--- src/rtl/xcorr_pkg.sv ---
//**************************************************************************
// shared widths and encodings for the two-channel zero-pad front end
// raw samples are offset binary, output parts are signed two's complement
//**************************************************************************

package xcorr_pkg;

  // raw adc word, one per channel per strobe
  localparam int unsigned sample_w = 10;

  // signed real or imaginary part toward the fft pair
  localparam int unsigned data_w = 16;

  // complex stream word, imaginary in the upper half
  localparam int unsigned tdata_w = 2 * data_w;

  // mid-scale code, maps to zero after offset removal
  localparam logic [sample_w-1:0] adc_mid = sample_w'(1 << (sample_w - 1));

  // framer states
  // lead_half  beats 0 .. n/2-1, y data and x zero
  // trail_half beats n/2 .. n-1, x data and y zero
  typedef enum logic [1:0] {
    idle       = 2'd0,  // waiting for a full bank
    lead_half  = 2'd1,
    trail_half = 2'd2
  } framer_state_t;

endpackage

--- src/rtl/sample_conditioner.sv ---
//**************************************************************************
// gain_shift must stay in 0..6 or the most negative code overflows data_w
// x and y share one strobe, result is valid one cycle later
//**************************************************************************

`timescale 1ns/1ns

module sample_conditioner import xcorr_pkg::*; #(
  parameter int unsigned gain_shift = 4
) (
  input  logic                     clk,
  input  logic                     reset,
  input  logic                     sample_valid,   // one-cycle strobe
  input  logic [sample_w-1:0]      x_sample,       // offset binary
  input  logic [sample_w-1:0]      y_sample,
  output logic                     cond_valid,
  output logic signed [data_w-1:0] x_cond,
  output logic signed [data_w-1:0] y_cond
);

  // offset removal, sign extension and gain for one raw code
  function automatic logic signed [data_w-1:0] condition(input logic [sample_w-1:0] raw);
    logic signed [data_w-1:0] centered;
    centered = data_w'(raw) - data_w'(adc_mid);  // 0 -> -512, 1023 -> +511
    return centered <<< gain_shift;              // headroom left for the fft growth
  endfunction

  // strobe register
  always_ff @(posedge clk) begin
    if (reset) begin
      cond_valid <= 1'b0;
    end else begin
      cond_valid <= sample_valid;
    end
  end

  // data registers, loaded only with the strobe
  always_ff @(posedge clk) begin
    if (sample_valid) begin
      x_cond <= condition(x_sample);
      y_cond <= condition(y_sample);
    end
  end

endmodule

--- config.mk ---
export PLATFORM = sky130hd
export DESIGN_NAME = sample_conditioner
export DESIGN_NICKNAME = d
export VERILOG_FILES = /design/src/rtl/xcorr_pkg.sv /design/src/rtl/sample_conditioner.sv
export SDC_FILE = /design/constraint.sdc
export NUM_CORES = 1
export LEC_CHECK = 0
export ABC_AREA = 1
export BUFFER_PORTS_ARGS = -buffer_cell sky130_fd_sc_hd__buf_2
export CAP_MARGIN = 20
export CORE_AREA = 5 5 52 54
export DETAILED_ROUTE_END_ITERATION = 6
export DIE_AREA = 0 0 57 59
export PLACE_DENSITY = 0.8
export SLEW_MARGIN = 10
export SYNTH_ARGS = -nofsm -noshare
export SYNTH_HDL_FRONTEND = slang
export SYNTH_SLANG_ARGS = --single-unit
--- constraint.sdc ---
create_clock -name clk -period 2.3 [get_ports clk]
set_clock_uncertainty 0.2 [all_clocks]
set_input_delay 0.345 -clock clk [delete_from_list [all_inputs] [get_ports clk]]
set_output_delay 0.345 -clock clk [all_outputs]
set_load 0.05 [all_outputs]
== Word-level counts from Yosys, hierarchy flattened ==
Cells that the tools add are included.

* Input port bits: 23
* Logic and storage cells: 5
* Output and inout bits: 33
* Register bits: 25

* Add/subtract/negate cells: 2

{| class="wikitable"
|+ Operators by type and width
! cell !! count
|-
| 10-bit by 10-bit subtractor with 11-bit output (second input constant) || 2
|}

== Depth between registers and ports, before layout ==
* Word-level depth: 1
* Depth in mapped cells: 2
* Gate-level depth less buffers: 2

== Worst setup path after synthesis ==
No wires, ideal clock.

* Path kind: reg2out
* From: register x_cond[14]
* To: output port x_cond[14]
* Data arrival time: 0.922 ns
* Path buffers: 1
* Required time: 1.755 ns
* Stages on the path, launching flop included: 2
* Setup slack: 0.833 ns
* Cells stage by stage: edfxtp_1 buf_4

{| class="wikitable"
|+ RTL lines
! item !! line !! RTL
|-
| from (decl) || sample_conditioner.sv:17 || <nowiki>output logic signed [data_w-1:0] x_cond,</nowiki>
|-
| from (signal assigned) || sample_conditioner.sv:40 || <nowiki>x_cond <= condition(x_sample);</nowiki>
|}

No word-level cell between the ends.

==> results.cfg <==
[finish]
mostFrequentLayoutCell = buf_2
final_layout_size_suffix_gt1_share_pct = 55.9
syn_to_final_growth_pct = 44.3
fillers = 212
finalNetCount = 117
antennaDiodeCount = 0
fin_cells = 121
most-common-layout-cells = 47 x buf_2, 20 x edfxtp_1, 9 x dlygate4sd3_1

[clocking]
cts_tree = done
clk_pin_slew_ns = 0.11
postCtsSetupBuffers = 0
cts_sinks = 21
root_buffer = clkbuf_4
h-tree-depth = 1
cts_buffers = 3
clock_path_buffers = 2

[power_and_ir_drop]
power_density_nw_per_um2 = 803
p_seq_share_pct = 54.0
peakVddDrop_mv = 0.342
power.internal_uw = 561
sw_frac_of_total_pct = 33.8
p_clk_share_pct = 19.7
p_comb_share_pct = 26.3
netSwitchingPower_uw = 286
p_leak_uw = 0.000489

[detailed_routing]
viasPerCell = 3.72
wl_per_cell_um = 11.4
drc = 0
drt_pass1_iterations = 3
drtIter0Drc = 3
postRouteAntennaNets = 0
num_vias = 450
routed_wl_mm = 1.38

[floorplan]
die_h_um = 59
core-area_um2 = 2170
die_area_um2 = 3360
ioPinCount = 56
row_count = 17
die_x_um = 57
initial_utilization_pct = 33.7

[min_path]
hold_path_class = input port to flop
holdCritStartpoint = y_sample[4]
hold_end = y_cond[8]
whs_path_depth = 1

[timing]
final-hold-violation-count = 0
tns_ns = 0
finalCritPeriodShare_pct = 64.2
fin_crit_ns = 1.48
rsz0062_at_grt = no
drv_slew = 0
fmax_ghz = 0.677
setup_viol = 0

[placement]
place_inst = 108
portBuffers = 47
gp_congestion = 0.670

[synth]
synth.distinct_cells = 6
synth.cell_area_um2 = 732
avgSynthCellArea_um2 = 19.3
synthCells = 38
ys_seq_area_share_pct = 84.8
yosysWarnings = 0
ys_ff_latch = 21

[setup_path]
slowest_delay_ns = 0.37
slowest_stage = edfxtp_1
crit_path_max_fanout = 3
worstPathRequired_ns = 1.75
crit_buf_inv = 1
path_delay_family = flip-flops
crit_arrival_ns = 0.93
crit_path_start_kind = flop
end_kind = output port
path_class = flop to output port
crit_path_cell_trace = buf_2

[global_routing]
grt_pass1_wl_mm = 1.89
gr-total-overflow = 0
grt_max_degree = 22
antenna_found_initial = 0
grt_pass1_vias = 428
grt_usage_pct = 7.58

[run]
drv_cap = 0

[outcome]
status = complete, no violations
==> through the flow <==
step / hold WS [ns] / power [uW] / area (um2) / setup WS (ns) / util (%)
after floorplan: 0.212 / 642 / 758 / 0.833 / -
after global placement: 0.309 / 677 / 938 / 1.01 / 43.3
after detailed placement: 0.313 / 680 / 938 / 0.996 / 43.3
after CTS: 0.00470 / 850 / 976 / 0.790 / 45.0
after global routing: -0.000131 / 887 / 1060 / 0.763 / 48.7
final: 0.0225 / 847 / 1060 / 0.823 / 48.7
==> cells in the mapped netlist <==
library cell	n	share of area, %
conb_1	1	0.51
edfxtp_1	20	82
dfxtp_1	1	2.7
buf_4	12	12
inv_1	3	1.5
nor2_2	1	0.86
==> power groups by stage <==
stage	Combinational, uW	Clock (uW)	Sequential (uW)
after floorplan	68.2	0	573
after global placement	211	0	466
after detailed placement	213	0	467
after CTS	214	177	458
after global routing	231	194	461
final	223	167	458
==> metal layers <==
layer  vias to the layer above  routed length [um]  track usage [%]  part of all wire (%)
met4                         0                   0             3.97                     0
met1                       195                 484             7.98                    35
li1                        219                   -                -                     -
met2                        36                 688             13.2                    50
met5                         -                   0                0                     0
met3                         0                 204             2.83                    15
==> cell families after synthesis <==
kind of cell | count (synthesis) | share of synthesized area (%)
other cells | 1 | 0.512
flops | 21 | 84.8
buf+inv | 15 | 13.8
simple gates | 1 | 0.855
==> flip-flops by register name, indices dropped and copies added (netlist names) <==
register    count
cond_valid      1
x_cond         10
y_cond         10
==> final cells by class <==
cell class              count  area [um2]  area share [%]
repair buffers             56         325            30.8
well taps                  28        35.0            3.32
inverters                   3        11.3            1.07
multi-input cells           9        36.3            3.44
flip-flops and latches     21         621            58.8
clock buffers               3        22.5            2.13
clock inverters             1        5.00           0.474
==> how the worst max path moves through the flow <==
stage	endpoint	slack, ns	cells after the start	startpoint
finish	x_cond[13]	0.82	1	x_cond[14]
global route	x_cond[13]	0.76	1	x_cond[14]
CTS	x_cond[13]	0.79	1	x_cond[14]
detailed placement	x_cond[14]	1.0	1	sample_valid
global placement	x_cond[9]	1.01	1	sample_valid
floorplan	x_cond[14]	0.83	1	x_cond[14]
==> repair_timing <==
item	CTS	global route
hold buffers	1	8
hold endpoints to repair	1	8
setup endpoints to repair	0	0
gates resized for setup	0	0
(Power assumes the default switching activity.)
