==> src/rtl/xcorr_pkg.sv <==
//**************************************************************************
// shared widths and encodings for the two-channel zero-pad front end
// raw samples are offset binary, output parts are signed two's complement
//**************************************************************************

package xcorr_pkg;

  // raw adc word, one per channel per strobe
  localparam int unsigned sample_w = 10;

  // signed real or imaginary part toward the fft pair
  localparam int unsigned data_w = 16;

  // complex stream word, imaginary in the upper half
  localparam int unsigned tdata_w = 2 * data_w;

  // mid-scale code, maps to zero after offset removal
  localparam logic [sample_w-1:0] adc_mid = sample_w'(1 << (sample_w - 1));

  // framer states
  // lead_half  beats 0 .. n/2-1, y data and x zero
  // trail_half beats n/2 .. n-1, x data and y zero
  typedef enum logic [1:0] {
    idle       = 2'd0,  // waiting for a full bank
    lead_half  = 2'd1,
    trail_half = 2'd2
  } framer_state_t;

endpackage

==> src/rtl/pad_framer.sv <==
//**************************************************************************
// every beat reads the bank, the padded channel is masked to zero
// frame_len must be a power of two, at least 4
//**************************************************************************

`timescale 1ns/1ns

module pad_framer import xcorr_pkg::*; #(
  parameter  int unsigned frame_len = 256,
  localparam int unsigned half_len  = frame_len / 2,
  localparam int unsigned addr_w    = $clog2(half_len),
  localparam int unsigned user_w    = $clog2(frame_len)
) (
  input  logic                     clk,
  input  logic                     reset,
  input  logic                     bank_full,
  input  logic signed [data_w-1:0] x_rd_data,
  input  logic signed [data_w-1:0] y_rd_data,
  input  logic                     m_tready,
  output logic                     rd_bank,
  output logic [addr_w-1:0]        rd_addr,
  output logic                     bank_release,
  output logic [tdata_w-1:0]       x_tdata,
  output logic [tdata_w-1:0]       y_tdata,
  output logic                     m_tvalid,
  output logic                     m_tlast,
  output logic [user_w-1:0]        m_tuser
);

  localparam logic [user_w-1:0] last_beat = user_w'(frame_len - 1);

  framer_state_t state;
  logic               iss_done;   // all n reads of this frame issued
  logic               rd_pend;    // read data on the bus this cycle
  logic [user_w-1:0]  pend_user;  // beat index of that read
  logic               pf_valid;   // prefetch entry behind the output
  logic [tdata_w-1:0] pf_x;
  logic [tdata_w-1:0] pf_y;
  logic [user_w-1:0]  pf_user;
  logic [tdata_w-1:0] in_x;
  logic [tdata_w-1:0] in_y;
  logic [1:0]         occ;
  logic               xfer;
  logic               load_out;
  logic               issue;

  // trail half carries x, lead half carries y
  assign in_x = pend_user[user_w-1] ? {{data_w{1'b0}}, x_rd_data} : '0;
  assign in_y = pend_user[user_w-1] ? '0 : {{data_w{1'b0}}, y_rd_data};

  assign xfer         = m_tvalid && m_tready;
  assign load_out     = !m_tvalid || m_tready;   // output register free next edge
  assign bank_release = xfer && m_tlast;

  // beats held or in flight, a new read needs a slot two edges on
  assign occ   = 2'(m_tvalid) + 2'(pf_valid) + 2'(rd_pend);
  assign issue = (state != idle) && !iss_done && (occ <= 2'd1 + 2'(xfer));

  // read sequencing
  always_ff @(posedge clk) begin
    if (reset) begin
      state    <= idle;
      rd_bank  <= 1'b0;
      rd_addr  <= '0;
      iss_done <= 1'b0;
      rd_pend  <= 1'b0;
    end else begin
      rd_pend <= issue;
      case (state)
        idle: begin
          if (bank_full) begin
            state    <= lead_half;
            rd_addr  <= '0;
            iss_done <= 1'b0;
          end
        end
        lead_half: begin
          if (issue) begin
            rd_addr <= rd_addr + 1'b1;
            if (rd_addr == addr_w'(half_len - 1)) state <= trail_half;
          end
        end
        trail_half: begin
          if (issue) begin
            rd_addr <= rd_addr + 1'b1;
            if (rd_addr == addr_w'(half_len - 1)) iss_done <= 1'b1;
          end
          if (bank_release) begin  // buffer frees the same bank
            state   <= idle;
            rd_bank <= ~rd_bank;   // banks come in fill order
          end
        end
        default: state <= idle;
      endcase
    end
  end

  // beat index follows its read
  always_ff @(posedge clk) begin
    if (issue) pend_user <= {state == trail_half, rd_addr};
  end

  // output and prefetch occupancy
  always_ff @(posedge clk) begin
    if (reset) begin
      m_tvalid <= 1'b0;
      m_tlast  <= 1'b0;
      pf_valid <= 1'b0;
    end else if (load_out) begin
      m_tvalid <= pf_valid || rd_pend;  // prefetch is always the older beat
      m_tlast  <= pf_valid ? (pf_user == last_beat) : (rd_pend && pend_user == last_beat);
      pf_valid <= pf_valid && rd_pend;
    end else begin
      pf_valid <= pf_valid || rd_pend;  // stalled, park the arriving beat
    end
  end

  // beat payload
  always_ff @(posedge clk) begin
    if (load_out) begin
      if (pf_valid) begin
        x_tdata <= pf_x;
        y_tdata <= pf_y;
        m_tuser <= pf_user;
      end else begin
        x_tdata <= in_x;
        y_tdata <= in_y;
        m_tuser <= pend_user;
      end
    end
    if (rd_pend && (!load_out || pf_valid)) begin
      pf_x    <= in_x;
      pf_y    <= in_y;
      pf_user <= pend_user;
    end
  end

endmodule

==> config.mk <==
export PLATFORM = sky130hd
export DESIGN_NAME = pad_framer
export DESIGN_NICKNAME = d
export VERILOG_FILES = /design/src/rtl/xcorr_pkg.sv /design/src/rtl/pad_framer.sv
export SDC_FILE = /design/constraint.sdc
export NUM_CORES = 1
export LEC_CHECK = 0
export ABC_AREA = 1
export BUFFER_PORTS_ARGS = -buffer_cell sky130_fd_sc_hd__buf_2
export CAP_MARGIN = 30
export CORE_ASPECT_RATIO = 1.5
export CORE_MARGIN = 4
export CORE_UTILIZATION = 53
export DETAILED_ROUTE_END_ITERATION = 8
export HOLD_SLACK_MARGIN = 0.05
export PLACE_DENSITY = 0.8
export SYNTH_ARGS = -nofsm -noshare
export SYNTH_HDL_FRONTEND = slang
export SYNTH_SLANG_ARGS = --single-unit
==> constraint.sdc <==
create_clock -name clk -period 4.4 [get_ports clk]
set_input_delay 0.66 -clock clk [delete_from_list [all_inputs] [get_ports clk]]
set_output_delay 0.66 -clock clk [all_outputs]
set_load 0.02 [all_outputs]
**Yosys cells after proc, flatten, opt, wreduce, memory -nomap -nowiden**

Cells that the tools add are included.

- Flip-flop bits (word level): 167
- Input port bits: 36
- Output and inout port bits: 83
- Logic and storage cells: 74

- Reduce and logical (&&, ||, !) cells: 22
- Add/subtract/negate cells: 4
- Eq/ne operators: 12
- Multiplexer cells: 19
- Bitwise operators: 1
- $lt $le $gt $ge: 1

Operators with widths:

| operator | count |
|---|---|
| 32-bit 2-to-1 mux | 2 |
| 16-bit 2-to-1 mux | 2 |
| 8-bit == test (second input constant) | 2 |
| 7-bit 2-to-1 mux | 2 |
| 7-bit case mux with 2 select lines | 1 |
| 2-bit inequality test (second input constant) | 6 |
| 2-bit 2-to-1 mux | 4 |
| 8-bit 2-to-1 mux | 1 |
| 4-bit AND reduction | 2 |
| 7-bit by 1-bit adder with 7-bit output (second input constant) | 1 |
| 7-bit == test (second input constant) | 1 |
| 1-bit logical AND | 7 |
| 2-bit case mux with 3 select lines | 1 |
| 2-bit nonzero test | 3 |
| 1-bit 2-to-1 mux | 5 |
| 1-bit zero test | 3 |
| 1-bit logical OR | 3 |
| 3-bit AND reduction | 1 |
| 1-bit by 1-bit adder with 2-bit output | 1 |
| 1-bit by 1-bit adder with 2-bit output (first input constant) | 1 |
| 2-bit by 1-bit adder with 2-bit output | 1 |
| 2-bit by 1-bit == test with 1-bit output (second input constant) | 1 |
| 2-bit == test (second input constant) | 1 |
| 2-bit less-or-equal comparator | 1 |
| 6 further kinds | 6 |

**Logic depth before layout (Yosys ltp)**

Gate-level depths: netlist of the first run.

- Word-level depth: 6
- Mapped depth: 15
- Mapped depth without buffers: 13

**Worst setup path after synthesis of the first run**

No wires, ideal clock.

- Path type: input to register
- Start: input m_tready
- End: register pf_user[0], enable pin
- Data arrival time: 3482 ps
- Required time: 3947 ps
- Library setup time: 453 ps
- Stages: 3
- Path slack: 465 ps
- Buffers on the path: 0
- Path through: nor2_1 > inv_1 > a21oi_1

- Cells in the longest elaborated chain, start to end: 4

RTL lines:

| item | RTL line | RTL |
|---|---|---|
| start: declaration | pad_framer.sv:19 | `input logic m_tready,` |
| 1-bit logical OR | pad_framer.sv:52 | `assign load_out = !m_tvalid \|\| m_tready;` |
| 1-bit zero test | pad_framer.sv:131 | `if (rd_pend && (!load_out \|\| pf_valid)) begin` |
| 1-bit logical OR | pad_framer.sv:131 |  |
| 1-bit logical AND | pad_framer.sv:131 |  |
| end signal: assignment | pad_framer.sv:134 | `pf_user <= pend_user;` |
| end: declaration | pad_framer.sv:39 | `logic [user_w-1:0] pf_user;` |

No other way between the ends.
A chain may end at the register's enable or synchronous reset.

**Worst setup path in the final report of the first run**

- Start: register pf_valid
- End: register rd_addr[1]

- Cells in the longest elaborated chain, start to end: 6

RTL lines:

| item | RTL line | RTL |
|---|---|---|
| start: declaration | pad_framer.sv:36 | `logic pf_valid;` |
| start signal: assignment | pad_framer.sv:112 | `pf_valid <= pf_valid && rd_pend;` |
| start signal: assignment | pad_framer.sv:114 | `pf_valid <= pf_valid \|\| rd_pend;` |
| 1-bit by 1-bit adder with 2-bit output | pad_framer.sv:56 | `assign occ = 2'(m_tvalid) + 2'(pf_valid) + 2'(rd_pend);` |
| 2-bit by 1-bit adder with 2-bit output | pad_framer.sv:56 |  |
| 2-bit less-or-equal comparator | pad_framer.sv:57 | `assign issue = (state != idle) && !iss_done && (occ <= 2'd1 + 2'(xfer));` |
| 1-bit logical AND | pad_framer.sv:57 |  |
| via issue | pad_framer.sv:45 | `logic issue;` |
| 2-bit by 1-bit inequality test with 1-bit output (no source line) | n/a |  |
| 3-bit AND reduction (no source line) | n/a |  |
| end signal: assignment | pad_framer.sv:79 | `rd_addr <= rd_addr + 1'b1;` |
| end signal: assignment | pad_framer.sv:85 | `rd_addr <= rd_addr + 1'b1;` |
| end: declaration | pad_framer.sv:21 | `output logic [addr_w-1:0] rd_addr,` |

The timed path passes the listed nets, and every way through them passes these cells.

==> results of run 1 <==
## flip-flops by register name, summed over array words and instances (netlist names), 7 cells and up
register	flops
pf_user	8
pend_user	8
pf_y	16
m_tuser	8
pf_x	16
rd_addr	7
x_tdata	16
y_tdata	16
## power by group through the flow
stage	clock network (W)	registers [W]	logic [W]
2_1_floorplan	0	0.00125	0.000160
3_3_place_gp	0	0.00120	0.000284
3_5_place_dp	0	0.00119	0.000304
4_1_cts	0.000738	0.00117	0.000305
5_1_grt	0.000787	0.00118	0.000335
6_report	0.000722	0.00117	0.000303
## area by class of cell
| cell class | count | area (um^2) |
|---|---|---|
| multi-input cells | 269 | 1220 |
| clock inverters | 5 | 32.5 |
| repair buffers | 89 | 485 |
| inverters | 59 | 221 |
| flip-flops and latches | 103 | 2940 |
| fillers | 707 | 3140 |
| well taps | 107 | 134 |
| clock buffers | 11 | 243 |
## cell usage in the layout, fill, tap and decap left out, drive strengths merged
cell | synthesis | routed
nand4 | 5 | 5
a31oi | 1 | 1
nand2 | 135 | 135
ha | 7 | 7
nor2 | 33 | 33
buf | 40 | 89
o21ai | 19 | 19
inv | 59 | 60
clkinv | 0 | 4
nand3 | 16 | 16
xnor2 | 1 | 1
a21boi | 1 | 1
edfxtp | 88 | 88
a211oi | 1 | 1
clkbuf | 6 | 11
nor3 | 3 | 3
or2 | 1 | 1
fa | 1 | 1
dfxtp | 15 | 15
conb | 1 | 32
a21oi | 13 | 13
## through the flow
stage / hold slack [ns] / power [W] / setup slack (ns)
floorplan: 0.424 / 0.00141 / 0.465
global placement: 0.433 / 0.00148 / 1.52
detailed placement: 0.450 / 0.00150 / 1.38
CTS: 0.466 / 0.00222 / 1.36
global route: 0.487 / 0.00230 / 1.05
finish: 0.468 / 0.00220 / 1.38
## layer usage
metal  share of wire (%)  wire length [um]
met5                   0                 0
met4                 2.5               204
met3                 7.0               576
met2                  53              4400
met1                  37              3060
## worst reg2reg max path: stages (launching register included)
cell,delay (ns)
dfxtp_2,0.31
buf_4,0.44
inv_2,0.34
fa_1,0.53
ha_1,0.29
nand2_1,0.06
a21boi_1,0.64
nand4_1,0.17
a21oi_1,0.18
## path summary, 6_finish.rpt
kind | from | endpoint | slack [ns] | cells past startpoint
setup / recovery | pf_valid | rd_addr[1] | 1.38 | 8
hold / removal | pend_user[2] | pf_user[2] | 0.47 | 0
setup reg to reg | pf_valid | rd_addr[1] | 1.38 | 8
hold reg to reg | pend_user[2] | pf_user[2] | 0.47 | 0
## cells by family (layout without fill, tap and decap cells)
| family | count (synthesis) | in the layout | synth area share [%] |
|---|---|---|---|
| other cells | 1 | 32 | 0.0823 |
| xor+xnor | 1 | 1 | 0.192 |
| compound gates | 35 | 35 | 3.98 |
| flops | 103 | 103 | 64.6 |
| buf+inv | 105 | 164 | 11.5 |
| simple gates | 193 | 193 | 17.3 |
| fa+ha+maj | 8 | 8 | 2.36 |
==> metrics.csv, run 1 <==
stage;metric;value;unit
routing;drc_errors;0;
min_path;hold_class;register to register;
setup_path;worst_path_largest_cell_delay;0.64;ns
clock_tree;cts_buffers;9;
placed_design;dp.cells;627;
logic_synthesis;synthArstFlopShare;0;%
routing;via_per_inst;4.77;
power;power_switching_share;25.9;%
placed_design;portBuffers;86;
sta;rsz0062_at_grt;false;
cells_and_area;insertedDiodeCount;0;
logic_synthesis;synth_most_common_cell;nand2_1;
sta;slew_violations;0;
logic_synthesis;synth_cells;446;
cells_and_area;design_area;0.00528;mm^2
clock_tree;cts_tree;yes;
setup_path;path_buf_inv;2;
logic_synthesis;synth_commonest_cells;nand2_1 (132), edfxtp_1 (88), inv_1 (58);
sta;period_minus_slack;3.02;ns
floorplanning;die_width;83.7;um
cells_and_area;final_nets;575;
power;p_seq_share;53.3;%
sta;fin_skew;0.00490;ns
global_route;grt_first_pass_wirelength;13700;um
floorplanning;initial_core_util;54.2;%
sta;tns;0;ns
setup_path;start_kind;register;
floorplanning;dieHeight;122;um
floorplanning;rows;41;
clock_tree;cts_root_buffer;clkbuf_16;
placed_design;postPlaceCellArea;0.00500;mm^2
setup_path;crit_slowest_cell;a21boi_1;
global_route;grt_max_degree;62;
routing;drt_iter0_drc;185;
logic_synthesis;ys_ff_latch;103;
global_route;gr-usage-met3;4.26;%
floorplanning;dieArea;0.0102;mm^2
routing;via_count;3068;
global_route;grt-busiest-layer;met2;
power;power_density;416;mW/mm^2
logic_synthesis;netlist_top_cells_area;edfxtp_1 (58%), nand2_1 (11%), dfxtp_1 (6.6%), buf_4 (5.3%), inv_1 (4.8%);
routing;drtPass1Iterations;5;
power;p_switching;0.000568;W
logic_synthesis;synth_cell_type_count;25;
power;vdd_drop_max;0.000277;V
clock_tree;h-tree-depth;3;
cells_and_area;final_cells;643;
routing;ant_nets;0;
global_route;grt_pass1_vias;3025;
global_route;met1_usage;19.4;%
job;drv_cap;0;
setup_path;worstPathRequired;4.67;ns
sta;worst_pin_slew;0.893;ns
clock_tree;cts_resized;0;
power;p_int;0.00163;W
logic_synthesis;yosys.area.top_type_share;58.0;%
logic_synthesis;yosys_warnings;0;
placed_design;dp.final_hpwl;5960;um
global_route;grtUsageTotal;17.0;%
clock_tree;clock-sinks;103;
clock_tree;post_cts.repair.setup_buffers;0;
clock_tree;cts.clk_slew.worst_paths;0.07;ns
power;p_comb_share;13.8;%
floorplanning;ios;119;
power;clkPwrFrac;32.9;%
clock_tree;clk_latency;0.34;ns
floorplanning;coreArea;0.00841;mm^2
logic_synthesis;seq_area_frac_synth;64.6;%
setup_path;cp_max_fo;61;
cells_and_area;area_growth;15.8;%
run_status;status;finished, final reports clean;
sta;period_share;68.6;%
power;p_leak;2.46;nW
cells_and_area;drive_gt1_share;21.6;%
logic_synthesis;ys.flop_type;edfxtp_1;
placed_design;gp_congestion;0.877;
global_route;grt_use_met2;29.9;%
sta;fmax;331;MHz
setup_path;critPathTopFamily;adder cells;
sta;slew-limit-headroom;40.4;%
sta;hold_viol_final;0;
logic_synthesis;synth_area_per_cell;10.2;um^2
cells_and_area;fin_util;62.7;%
global_route;grt-ovfl-total;0;
setup_path;crit_chain;buf_4, inv_2, fa_1, ha_1, nand2_1, a21boi_1, nand4_1, a21oi_1;
routing;wl;8240;um
setup_path;cp.arrival;3.30;ns
routing;wl_per_cell;12.8;um
logic_synthesis;synth_edf_count;88;
setup_path;crit_type;register to register;
logic_synthesis;netlist_area;0.00456;mm^2
setup_path;crit_path_end_kind;register;
clock_tree;clockBufferDepth;2;
sta;setup_violations;0;
global_route;antenna_found_initial;0;
logic_synthesis;yosysTopAreaCell;edfxtp_1;
clock_tree;ctsHoldBuffers;0;
Power figures use the tool's default switching activity.
==> run 2, diff against run 1 <==
--- a/config.mk
+++ b/config.mk
@@ -10,10 +10,10 @@
 export CAP_MARGIN = 30
 export CORE_ASPECT_RATIO = 1.5
 export CORE_MARGIN = 4
-export CORE_UTILIZATION = 53
+export CORE_UTILIZATION = 48
 export DETAILED_ROUTE_END_ITERATION = 8
 export HOLD_SLACK_MARGIN = 0.05
-export PLACE_DENSITY = 0.8
+export PLACE_DENSITY = 0.76
 export SYNTH_ARGS = -nofsm -noshare
 export SYNTH_HDL_FRONTEND = slang
 export SYNTH_SLANG_ARGS = --single-unit
==> constraint.sdc (replaced) <==
create_clock -name clk -period 2.5 [get_ports clk]
set_input_delay 0.375 -clock clk [delete_from_list [all_inputs] [get_ports clk]]
set_output_delay 0.375 -clock clk [all_outputs]
set_load 0.02 [all_outputs]
==> metrics.csv, run 2 (synthesis results as in run 1) <==
stage;metric;value;unit
sta;hold_viol_final;0;
global_route;antenna_found_initial;0;
power;vdd_drop_max;0.000433;V
placed_design;gp_congestion;0.811;
run_status;status;finished, final reports clean;
global_route;grtUsageTotal;15.4;%
clock_tree;clk_latency;0.34;ns
sta;period_minus_slack;2.00;ns
sta;tns;0;ns
setup_path;cp.arrival;2.27;ns
setup_path;crit_path_end_kind;register;
min_path;hold_class;primary input to register;
floorplanning;ios;119;
clock_tree;cts_tree;yes;
routing;wl_met1;3220;um
clock_tree;cts_buffers;9;
setup_path;start_kind;register;
setup_path;crit_path_frequent_cell;nand2_1;
clock_tree;ctsHoldBuffers;0;
floorplanning;die_width;87.6;um
global_route;grt-ovfl-total;0;
placed_design;dp.final_hpwl;5940;um
routing;via_count;3063;
cells_and_area;final_common_cell;nand2_1;
placed_design;place_worst_setup_slack;0.502;ns
routing;drc_errors;0;
setup_path;crit_type;register to register;
cells_and_area;multi_input_area;0.00122;mm^2
job;drv_cap;0;
routing;wl;8390;um
global_route;grt_pass1_vias;2944;
global_route;grt_first_pass_wirelength;13400;um
sta;setup_slack;0.502;ns
placed_design;postPlaceCellArea;0.00503;mm^2
cells_and_area;final-seq-area;0.00295;mm^2
routing;route.met3.wl;575;um
routing;ant_nets;0;
sta;setup_violations;0;
routing;dr_wl_met2;4490;um
sta;worst_pin_slew;0.556;ns
cells_and_area;fill_cells;793;
clock_tree;clock-sinks;103;
clock_tree;h-tree-depth;3;
cells_and_area;final_nets;578;
setup_path;worst_path_largest_cell_delay;0.46;ns
power;power_density;749;mW/mm^2
floorplanning;rows;43;
global_route;grt_max_degree;61;
clock_tree;cts_resized;0;
floorplanning;initial_core_util;49.2;%
cells_and_area;final_cell_mix;nand2_1 (132), edfxtp_1 (88), buf_2 (86);
floorplanning;dieHeight;127;um
routing;drt_iter0_drc;216;
clock_tree;cts_root_buffer;clkbuf_16;
clock_tree;cts.clk_slew.worst_paths;0.07;ns
floorplanning;coreArea;0.00925;mm^2
routing;top_layer;met4;
setup_path;crit_chain;inv_1, fa_1, ha_1, nand2_1, nand2_1, nand2_1, nand2_2, nand2_2, nand2_1, a21oi_1;
power;p_leak;2.47;nW
cells_and_area;drive_gt1_share;22.8;%
cells_and_area;design_area;0.00533;mm^2
routing;via_per_inst;4.71;
clock_tree;post_cts.repair.setup_buffers;0;
setup_path;crit_slowest_cell;fa_1;
setup_path;worstPathRequired;2.77;ns
sta;rsz0062_at_grt;false;
clock_tree;clockBufferDepth;2;
cells_and_area;insertedDiodeCount;0;
sta;fmax;501;MHz
cells_and_area;area_growth;17.0;%
placed_design;portBuffers;86;
sta;period_share;79.9;%
floorplanning;dieArea;0.0111;mm^2
sta;fin_skew;0.00816;ns
sta;slew_violations;0;
setup_path;cp_max_fo;8;
sta;slew-limit-headroom;63.0;%
routing;drtPass1Iterations;4;
routing;wl_per_cell;12.9;um
-- run 2: final timing paths --
check	from	to	slack [ns]	cells past startpoint
max	rd_pend	rd_addr[4]	0.50	10
min	x_rd_data[6]	pf_x[6]	0.31	3
max reg2reg	rd_pend	rd_addr[4]	0.50	10
min reg2reg	pend_user[2]	pf_user[2]	0.46	0
-- run 2: layout make-up --
class                   instances  area share (%)
clock buffers                   9            4.22
clock inverters                 7            1.50
inverters                      59            4.22
multi-input cells             269            23.0
flip-flops and latches        103            55.3
well taps                     112            2.63
repair buffers                 92            9.15
-- run 2: critical path, delay by kind of cell, from the launching register on --
family / cells / cell delay [ns]
buffers and inverters: 1 / 0.18
adder cells (fa/ha/maj): 2 / 0.75
AND/OR/NAND/NOR: 6 / 0.58
AO/OA/AOI/OAI: 1 / 0.13
flip-flops: 1 / 0.30
-- run 2: where the power goes --
part / switching, W / internal, W
registers: 0.0000522 / 0.00201
clock network: 0.000616 / 0.000788
logic: 0.000376 / 0.000156
total: 0.00104 / 0.00295
-- run 2: per-stage QoR --
stage	total power [W]	cells	utilization, %	hold WS, ns
finish	0.00400	651	57.6	0.310
global route	0.00418	651	57.6	0.303
CTS	0.00404	651	57.6	0.297
detailed placement	0.00263	635	54.3	0.443
global placement	0.00261	635	54.3	0.430
floorplan	0.00249	477	-	0.424
-- run 2: routing by layer --
| metal | vias to the layer above | GRT usage [%] |
|---|---|---|
| met4 | 0 | 5.33 |
| met5 | - | 0 |
| li1 | 1553 | - |
| met1 | 1391 | 18.4 |
| met3 | 9 | 3.61 |
| met2 | 110 | 26.9 |
